`src/vram_pkg.sv`:
```
`default_nettype none

package vram_pkg;

    // vram geometry
    localparam int ADDR_W     = 12;
    localparam int VRAM_WORDS = 2 ** ADDR_W;

    typedef logic [15:0]       word_t;
    typedef logic [ADDR_W-1:0] addr_t;
    // bit n enables nibble n, bit 0 is the low nibble
    typedef logic [3:0]        mask_t;

    // one vram access as issued by a master
    typedef struct packed {
        logic  wr;
        mask_t wr_mask;
        addr_t addr;
        word_t data;
    } vram_req_t;

    // scanline fetch
    localparam int LINE_WORDS = 16;
    localparam int FETCH_SLOT = 4;
    localparam int SLOT_W     = $clog2(FETCH_SLOT);
    localparam int LINE_CNT_W = $clog2(LINE_WORDS + 1);

    // host bus
    localparam int AXI_AW = 16;
    localparam int AXI_DW = 32;

endpackage

`default_nettype wire

```
`src/video_fetch.sv`:
```
`default_nettype none
`timescale 1ns/1ps

module video_fetch (
    input  wire logic            clk,
    input  wire logic            reset_i,
    input  wire logic            fetch_start_i,
    input  wire vram_pkg::addr_t fetch_base_i,
    output logic                 vgen_sel_o,
    output vram_pkg::addr_t      vgen_addr_o,
    input  wire vram_pkg::word_t vram_data_i,
    output logic                 fetch_busy_o,
    output vram_pkg::word_t      pix_word_o,
    output logic                 pix_valid_o
);
    import vram_pkg::*;

    logic [SLOT_W-1:0]     slot_cnt;
    logic [LINE_CNT_W-1:0] word_cnt;
    logic                  sel_q;
    logic                  line_done;

    assign line_done = (word_cnt == LINE_CNT_W'(LINE_WORDS));

    // first read goes out in the first busy cycle
    assign vgen_sel_o = fetch_busy_o && (slot_cnt == '0) && !line_done;

    // vram read is registered, so data is back one cycle after the select
    assign pix_valid_o = sel_q;
    assign pix_word_o  = vram_data_i;

    always_ff @(posedge clk) begin
        if (reset_i) begin
            fetch_busy_o <= 1'b0;
            slot_cnt     <= '0;
            word_cnt     <= '0;
            vgen_addr_o  <= '0;
            sel_q        <= 1'b0;
        end else begin
            sel_q <= vgen_sel_o;
            if (!fetch_busy_o) begin
                // starts are only taken when idle
                if (fetch_start_i) begin
                    fetch_busy_o <= 1'b1;
                    slot_cnt     <= '0;
                    word_cnt     <= '0;
                    vgen_addr_o  <= fetch_base_i;
                end
            end else begin
                if (slot_cnt == SLOT_W'(FETCH_SLOT - 1)) begin
                    slot_cnt <= '0;
                end else begin
                    slot_cnt <= slot_cnt + 1'b1;
                end
                if (vgen_sel_o) begin
                    word_cnt    <= word_cnt + 1'b1;
                    vgen_addr_o <= vgen_addr_o + 1'b1;
                end
                // done once the last word has been handed out
                if (sel_q && line_done) begin
                    fetch_busy_o <= 1'b0;
                end
            end
        end
    end

endmodule

`default_nettype wire

```
`config.mk`:
```
export PLATFORM = sky130hd
export DESIGN_NAME = video_fetch
export DESIGN_NICKNAME = d
export VERILOG_FILES = /design/src/vram_pkg.sv /design/src/video_fetch.sv
export SDC_FILE = /design/constraint.sdc
export NUM_CORES = 1
export LEC_CHECK = 0
export CAP_MARGIN = 20
export CORE_UTILIZATION = 66
export DETAILED_ROUTE_END_ITERATION = 10
export DONT_BUFFER_PORTS = 1
export GPL_ROUTABILITY_DRIVEN = 1
export PLACE_DENSITY_LB_ADDON = 0.08
export SLEW_MARGIN = 20
export SYNTH_ARGS = -nofsm -noshare
export SYNTH_HDL_FRONTEND = slang
export SYNTH_SLANG_ARGS = --single-unit
export TNS_END_PERCENT = 30
```
`constraint.sdc`:
```
create_clock -name clk -period 2.2 [get_ports clk]
set_input_delay 0.44 -clock clk [delete_from_list [all_inputs] [get_ports clk]]
set_output_delay 0.44 -clock clk [all_outputs]
set_load 0.05 [all_outputs]
```
==> impl_metrics.toml <==
[cells_and_area]
final_area_mm2 = 0.00129
drive_above_1_share_pct = 14.4
final_cells = 178
nets = 190
final_common_cell = "dfxtp_1"
fill_cells = 144
syn_to_final_growth_pct = -0.577
final_cell_mix = "dfxtp_1, a21oi_1, nor2_1, buf_4, nand2_1"
n_antenna_cell = 0

[detailed_routing]
ant_nets = 0
route.detailed.drc = 0
wirelength_um = 2850
firstDrtPassIters = 4
routed-via-count = 1131
wire_per_inst_um = 16.0
via_per_inst = 6.35
first_iter_violations = 17

[critical_path]
reg2reg_slack_ns = 0.40
rr_worst_depth = 7
cp-end-kind = "primary output"
r2r-end = "vgen_addr_o[9]$_SDFFE_PP0P_"
cp.arrival_ns = 1.61
cp_max_fo = 8
worst_r2r_startpoint = "word_cnt[0]$_SDFFE_PP0P_"
start_kind = "register"
worstSetupStartpoint = "word_cnt[0]$_SDFFE_PP0P_"
worst_ep_required_time_ns = 1.76
critPathKind = "register to primary output"

[yosys]
synthesis.area_mm2 = 0.00130
yosys-top-cells-area = "dfxtp_1, buf_4, a21oi_1, ha_1, nor2_1"
postSynth.asyncResetShare_pct = 0
synth_area_per_cell_um2 = 8.09
synth.distinct_cells = 41
yosysSeqAreaShare_pct = 32.3
yosys_register_bits = 21
synth_edf_count = 0
synthesis.nets = 197
synth_flop_cell = "dfxtp_1"
syn_inst = 161
yosysTopAreaCell = "dfxtp_1"
synth_top_area_share_pct = 32.3
ys_warn_count = 0

[power]
cellLeakagePower_nw = 0.515
pwr_density_cell_mw_per_mm2 = 650
peakVddDrop_mv = 0.491

[cts]
cts_htree_levels = 1
post_cts_buffers = 0
cts-hold-fix-buffers = 0
cts_tree = "done"
cts.path.max_buffers = 2
clk_latency_ns = 0.31
cts.sinks = 21
clk_pin_slew_ns = 0.12
cts_resized = 0
cts-root-buf = "clkbuf_4"
cts_buffers = 3

[sta]
max_slew_margin_pct = 58.8
hold_viol_final = 0
fmax_ghz = 0.488
rsz0062_at_grt = "false"
setup_tns_ns = 0
clock_skew_ns = 0.0127
report.final.slew_viol_count = 0
setup_viol = 0
period_share_pct = 93.1
hold_ws_ns = 0.180
period_needed_ns = 2.05
worst_pin_slew_ns = 0.618

[floorplanning]
dieWidth_um = 46.4
pin_count = 62
fp.coreArea_mm2 = 0.00178
die_h_um = 46.4
dieArea_mm2 = 0.00216
row_count = 15
floorplan.initialDensity_pct = 73.1

[run_status]
status = "finished clean"

[global_routing]
grt_pass1_vias = 1149
grt_overflow = 0
grt_pass1_wl_um = 4520
grt_max_degree = 17
antenna_found_initial = 0
grt_usage_pct = 29.0

[hold_path]
min_from = "reset_i"
hold_end = "vgen_addr_o[2]$_SDFFE_PP0P_"
hold_path.class = "input port to register"
whs_path_depth = 1

[placed_design]
place_area_mm2 = 0.00126
dp_hpwl_um = 2110
placed_cells = 174
routabilityCongestion = 0.868
port_buffers = 0

[flow_run]
maxCapViolations = 0
## cell usage after synthesis (3+ instances only)
cell type  count
nand4_1        3
nand2_1        9
o21ai_0        7
a21oi_1       14
nand3_1        3
and3_1         4
ha_1           5
inv_1          7
buf_4         17
o21ai_1        5
mux2i_1        3
clkbuf_1       4
nor2_1        12
nor2b_1        4
buf_2          3
dfxtp_1       21
nor3_1         7
## metrics by stage
stage | worst slack (ns) | total power, mW | utilization (%)
6_report | 0.152 | 0.842 | 72.6
3_3_place_gp | 0.442 | 0.657 | 70.8
2_1_floorplan | 0.391 | 0.694 | -
3_5_place_dp | 0.385 | 0.664 | 70.8
4_1_cts | 0.0361 | 0.845 | 72.4
5_1_grt | 0.0558 | 0.886 | 72.6
## kinds of logic (layout without fill, tap and decap cells)
family	after synthesis	after routing	synth area share, %
multiplexers	3	3	2.31
flip-flops	21	21	32.3
XOR/XNOR	2	2	1.35
AND/OR/NAND/NOR	55	55	23.2
AO/OA/AOI/OAI	43	43	21.0
buffers and inverters	32	24	15.0
adder cells (fa/ha/maj)	5	5	4.80
## layer usage
metal	global-route usage, %	vias up	routed length [um]
li1	-	542	-
met1	32.8	529	1190
met2	49.4	43	1380
met3	4.71	17	195
met4	18.8	0	81
met5	0	-	0
## how the worst max path moves through the flow
stage / end / slack, ns / cells past startpoint
floorplan: vgen_addr_o[8]$_SDFFE_PP0P_ / 0.39 / 5
finish: vgen_sel_o / 0.15 / 6
detailed placement: vgen_sel_o / 0.39 / 6
CTS: vgen_sel_o / 0.04 / 6
global placement: vgen_sel_o / 0.44 / 6
global route: vgen_sel_o / 0.06 / 6
## state kept, by name, indices dropped and copies added, names as in the netlist
register and flops:
vgen_addr_o 12, pix_valid_o 1, fetch_busy_o 1, word_cnt 5, slot_cnt 2
## worst max-delay path, cell delays in order (launching register included)
cell and delay, ns:
dfxtp_2 0.38, inv_1 0.06, ha_1 0.18, nor4bb_1 0.12
buf_4 0.17, nor2_4 0.20, buf_6 0.20
## layout make-up
class / count / area (um^2) / share of cell area (%)
inverters: 7 / 26.3 / 2.03
clock buffers: 3 / 22.5 / 1.74
repair buffers: 13 / 101 / 7.83
well taps: 25 / 31.3 / 2.42
flip-flops and latches: 21 / 422 / 32.6
clock inverters: 1 / 5.00 / 0.386
multi-input cells: 108 / 687 / 53.0
## where the power goes
group          total [mW]  switching (mW)  internal (mW)
sequential          0.441          0.0362          0.405
combinational       0.217           0.148         0.0690
clock               0.183           0.116         0.0680
No activity file was read; power rests on OpenSTA's default activity.
