<file path="config.mk">
export PLATFORM = sky130hd
export DESIGN_NAME = axil_vram_regs
export DESIGN_NICKNAME = d
export VERILOG_FILES = /design/src/vram_pkg.sv /design/src/axil_vram_regs.sv
export SDC_FILE = /design/constraint.sdc
export NUM_CORES = 1
export LEC_CHECK = 0
export BUFFER_PORTS_ARGS = -buffer_cell sky130_fd_sc_hd__clkbuf_2
export CAP_MARGIN = 20
export CORE_MARGIN = 4
export CORE_UTILIZATION = 38
export CTS_CLUSTER_SIZE = 14
export DETAILED_ROUTE_END_ITERATION = 10
export PLACE_DENSITY_LB_ADDON = 0.3
export SKIP_CTS_REPAIR_TIMING = 1
export SYNTH_ARGS = -nofsm -noshare
export SYNTH_HDL_FRONTEND = slang
export SYNTH_SLANG_ARGS = --single-unit
</file>
<file path="constraint.sdc">
create_clock -name clk -period 2.4 [get_ports clk]
set_input_delay 0.48 -clock clk [delete_from_list [all_inputs] [get_ports clk]]
set_output_delay 0.48 -clock clk [all_outputs]
set_load 0.01 [all_outputs]
</file>
<file path="src/vram_pkg.sv">
`default_nettype none

package vram_pkg;

    // vram geometry
    localparam int ADDR_W     = 12;
    localparam int VRAM_WORDS = 2 ** ADDR_W;

    typedef logic [15:0]       word_t;
    typedef logic [ADDR_W-1:0] addr_t;
    // bit n enables nibble n, bit 0 is the low nibble
    typedef logic [3:0]        mask_t;

    // one vram access as issued by a master
    typedef struct packed {
        logic  wr;
        mask_t wr_mask;
        addr_t addr;
        word_t data;
    } vram_req_t;

    // scanline fetch
    localparam int LINE_WORDS = 16;
    localparam int FETCH_SLOT = 4;
    localparam int SLOT_W     = $clog2(FETCH_SLOT);
    localparam int LINE_CNT_W = $clog2(LINE_WORDS + 1);

    // host bus
    localparam int AXI_AW = 16;
    localparam int AXI_DW = 32;

endpackage

`default_nettype wire

</file>
<file path="src/axil_vram_regs.sv">
`default_nettype none
`timescale 1ns/1ps

module axil_vram_regs (
    input  wire logic                         clk,
    input  wire logic                         reset_i,

    // write address
    input  wire logic [vram_pkg::AXI_AW-1:0]  s_awaddr_i,
    input  wire logic                         s_awvalid_i,
    output logic                              s_awready_o,

    // write data
    input  wire logic [vram_pkg::AXI_DW-1:0]  s_wdata_i,
    input  wire logic [3:0]                   s_wstrb_i,
    input  wire logic                         s_wvalid_i,
    output logic                              s_wready_o,

    // write response
    output logic [1:0]                        s_bresp_o,
    output logic                              s_bvalid_o,
    input  wire logic                         s_bready_i,

    // read address
    input  wire logic [vram_pkg::AXI_AW-1:0]  s_araddr_i,
    input  wire logic                         s_arvalid_i,
    output logic                              s_arready_o,

    // read data
    output logic [vram_pkg::AXI_DW-1:0]       s_rdata_o,
    output logic [1:0]                        s_rresp_o,
    output logic                              s_rvalid_o,
    input  wire logic                         s_rready_i,

    // arbiter side
    output logic                              regs_sel_o,
    output vram_pkg::vram_req_t               regs_req_o,
    input  wire logic                         regs_ack_i,
    input  wire vram_pkg::word_t              vram_data_i
);
    import vram_pkg::*;

    typedef enum logic [1:0] {
        ST_IDLE,
        ST_ACCESS,
        ST_WRESP,
        ST_RRESP
    } state_t;

    state_t            state;
    logic              wr_accept;
    logic              rd_accept;
    vram_req_t         req_q;
    logic [AXI_DW-1:0] rdata_q;

    // write needs aw and w together, and wins over a pending read
    assign wr_accept = (state == ST_IDLE) && s_awvalid_i && s_wvalid_i;
    assign rd_accept = (state == ST_IDLE) && s_arvalid_i && !(s_awvalid_i && s_wvalid_i);

    assign s_awready_o = wr_accept;
    assign s_wready_o  = wr_accept;
    assign s_arready_o = rd_accept;

    // always OKAY
    assign s_bresp_o  = 2'b00;
    assign s_bvalid_o = (state == ST_WRESP);
    assign s_rresp_o  = 2'b00;
    assign s_rvalid_o = (state == ST_RRESP);
    assign s_rdata_o  = rdata_q;

    // select drops in the ack cycle
    assign regs_sel_o = (state == ST_ACCESS) && !regs_ack_i;
    assign regs_req_o = req_q;

    always_ff @(posedge clk) begin
        if (reset_i) begin
            state <= ST_IDLE;
        end else begin
            case (state)
                ST_IDLE: begin
                    if (wr_accept || rd_accept) begin
                        state <= ST_ACCESS;
                    end
                end
                ST_ACCESS: begin
                    // request held until the arbiter acks it
                    if (regs_ack_i) begin
                        state <= req_q.wr ? ST_WRESP : ST_RRESP;
                    end
                end
                ST_WRESP: begin
                    if (s_bready_i) begin
                        state <= ST_IDLE;
                    end
                end
                default: begin
                    if (s_rready_i) begin
                        state <= ST_IDLE;
                    end
                end
            endcase
        end
    end

    // byte address to word address, low two strobes to nibble pairs
    always_ff @(posedge clk) begin
        if (wr_accept) begin
            req_q.wr      <= 1'b1;
            req_q.wr_mask <= {{2{s_wstrb_i[1]}}, {2{s_wstrb_i[0]}}};
            req_q.addr    <= s_awaddr_i[ADDR_W+1:2];
            req_q.data    <= s_wdata_i[$bits(word_t)-1:0];
        end else if (rd_accept) begin
            req_q.wr      <= 1'b0;
            req_q.wr_mask <= '0;
            req_q.addr    <= s_araddr_i[ADDR_W+1:2];
        end
        // read data is valid on the ack cycle
        if ((state == ST_ACCESS) && regs_ack_i && !req_q.wr) begin
            rdata_q <= AXI_DW'(vram_data_i);
        end
    end

endmodule

`default_nettype wire

</file>
==> flow_metrics.tcl <==
set metrics [dict create \
    synth_warnings 0 \
    synth_enable_flop_cells 46 \
    worstPathCellList "nor2_2, and3_1, buf_4, clkbuf_2" \
    worstHoldStart "vram_data_i[9]" \
    first_pass_iters 4 \
    grt_pass1_wl_um 5850 \
    die_area_mm2 0.00628 \
    netlist.top_cell.by_area "edfxtp_1" \
    cts_tree "done" \
    via_per_inst 4.24 \
    clock-root-buffer "clkbuf_8" \
    startpoint_type "flip-flop" \
    fin_util 0.544 \
    fmax_ghz 0.521 \
    rr_worst_depth 5 \
    chipHeight_um 79.2 \
    synthDominantCellAreaShare 0.716 \
    ys_seq_area_frac 0.748 \
    r2r-end "regs_req_o[29]$_SDFFCE_PP0P_" \
    start_util 0.400 \
    h-tree-depth 2 \
    final_common_cell "clkbuf_2" \
    grt_use_total 0.126 \
    p_total_mw 1.82 \
    coreArea_mm2 0.00482 \
    fp.dieW_um 79.2 \
    cpPeakStageDelay_ps 370 \
    cp.arrival_ps 1440 \
    io_buffers 120 \
    power_density_mw_per_mm2 695 \
    vias 1271 \
    final_cell_mix "clkbuf_2 (120), edfxtp_1 (46), conb_1 (20)" \
    drc 0 \
    n_fill_cell 424 \
    fin_worst_skew_ps 4.98 \
    clk_pin_slew_ps 80 \
    area_growth_pct 35.8 \
    fin_crit_ps 1920 \
    drtAntennaViolNets 0 \
    finalSetupViolCount 0 \
    grt_pass1_vias 1192 \
    dp_cells 293 \
    status "finished, final reports clean" \
    synth.ff_latch_count 49 \
    grt_max_degree 24 \
    endpoint_kind "output port" \
    worstSetupPathType "reg -> out" \
    synth_flop_cell "edfxtp_1" \
    hold_class "in -> reg" \
    drv_slew 0 \
    clock_path_buffers 2 \
    overflow 0 \
    yosys.cell_types.count 23 \
    cts_buffers 5 \
    ir_drop_uv 251 \
    fin_cells 300 \
    pin_count 167 \
    setup_tns_ps 0 \
    r2r-start "state[1]$_SDFFE_PP0P_" \
    rsz0062_at_grt "no" \
    routedWlPerCell_um 13.6 \
    synth_area_leaders "edfxtp_1 (72%), buf_4 (9.0%), mux2_2 (4.1%), mux2_4 (3.9%), dfxtp_1 (3.1%)" \
    r2r_slack_ps 790 \
    cp.required_ps 1920 \
    gp_congestion 0.741 \
    antenna_found_initial 0 \
    min_path_cells 1 \
    syn_inst 108 \
    nets 325 \
    synthArstFlopShare 0 \
    slowest_stage "dfxtp_1" \
    drive_gt1_frac 0.618 \
    wl_um 4070 \
    hold_viol 0 \
    drv_cap 0 \
    hpwl_um 3370 \
    cellLeakagePower_nw 1.22 \
    clock_latency_ps 290 \
    post-route-period-util 0.800 \
    netlist_area_mm2 0.00193 \
    drt-initial-drc-count 33 \
    holdPathEnd "s_rdata_o[9]$_DFFE_PP_" \
    cts_sinks 49 \
    critPathMaxFanout 23 \
    antennaDiodeCount 0 \
    rows 25 \
    syn_area_per_cell_um2 17.9 \
]
-- synth_stat cells (all sizes together), types with 2 or more instances --
cell type,number
mux2,12
nor2b,2
and2,3
edfxtp,46
buf,25
nand2,3
nor2,2
a21oi,2
dfxtp,3
-- flip-flops by register name, summed over array words and instances, names as in the netlist --
name	count
regs_req_o	31
s_rdata_o	16
state	2
-- per-layer routing --
metal,up-vias,share of wire,routed length [um],global-route usage
met1,579,0.32,1320,0.122
met2,86,0.54,2180,0.241
li1,597,-,-,-
met4,0,0.030,121,0.0790
met3,9,0.11,447,0.0261
met5,-,0,0,0
-- logic make-up after synthesis --
family | Yosys count | share of synthesized area
muxes | 13 | 0.0850
buffers and inverters | 25 | 0.103
and+or+nand+nor | 15 | 0.0441
other | 1 | 0.00194
AOI/OAI and AO/OA | 5 | 0.0182
DFF | 49 | 0.748
-- per-stage QoR --
stage,worst slack [ps],instance area [um^2],hold slack [ps]
floorplan,629,2000,483
global placement,699,2510,520
detailed placement,675,2510,526
CTS,446,2620,346
global route,377,2620,339
finish,480,2620,355
-- worst max path at each step --
stage	from	end	slack, ps	cells after the start
6_report	state[1]$_SDFFE_PP0P_	s_awready_o	480	4
5_1_grt	state[1]$_SDFFE_PP0P_	s_awready_o	380	4
4_1_cts	state[0]$_SDFFE_PP0P_	s_awready_o	450	4
3_5_place_dp	s_awvalid_i	regs_req_o[22]$_DFFE_PP_	680	5
3_3_place_gp	s_awvalid_i	regs_req_o[30]$_SDFFCE_PP0P_	700	5
2_1_floorplan	state[0]$_SDFFE_PP0P_	s_rdata_o[0]$_DFFE_PP_	630	3
-- cell type report --
| class | instances | area (um^2) | share of cell area |
|---|---|---|---|
| flip-flops and latches | 49 | 1440 | 0.550 |
| repair buffers | 124 | 631 | 0.241 |
| multi-input cells | 53 | 359 | 0.137 |
| well taps | 67 | 83.8 | 0.0320 |
| clock buffers | 5 | 68.8 | 0.0263 |
| clock inverters | 2 | 35.0 | 0.0134 |
-- critical path: cells and delay by family (launching register included) --
family	cells	cell delay, ps
simple gates	2	290
buf+inv	2	470
flops	1	370
-- power by group --
part           internal, mW  leakage (nW)  switching [mW]  total [mW]
sequential             1.00         0.455          0.0220        1.03
clock                 0.303        0.0540           0.247       0.549
combinational         0.115         0.710           0.129       0.244
total                  1.42          1.22           0.397        1.82
(Power assumes the default switching activity.)
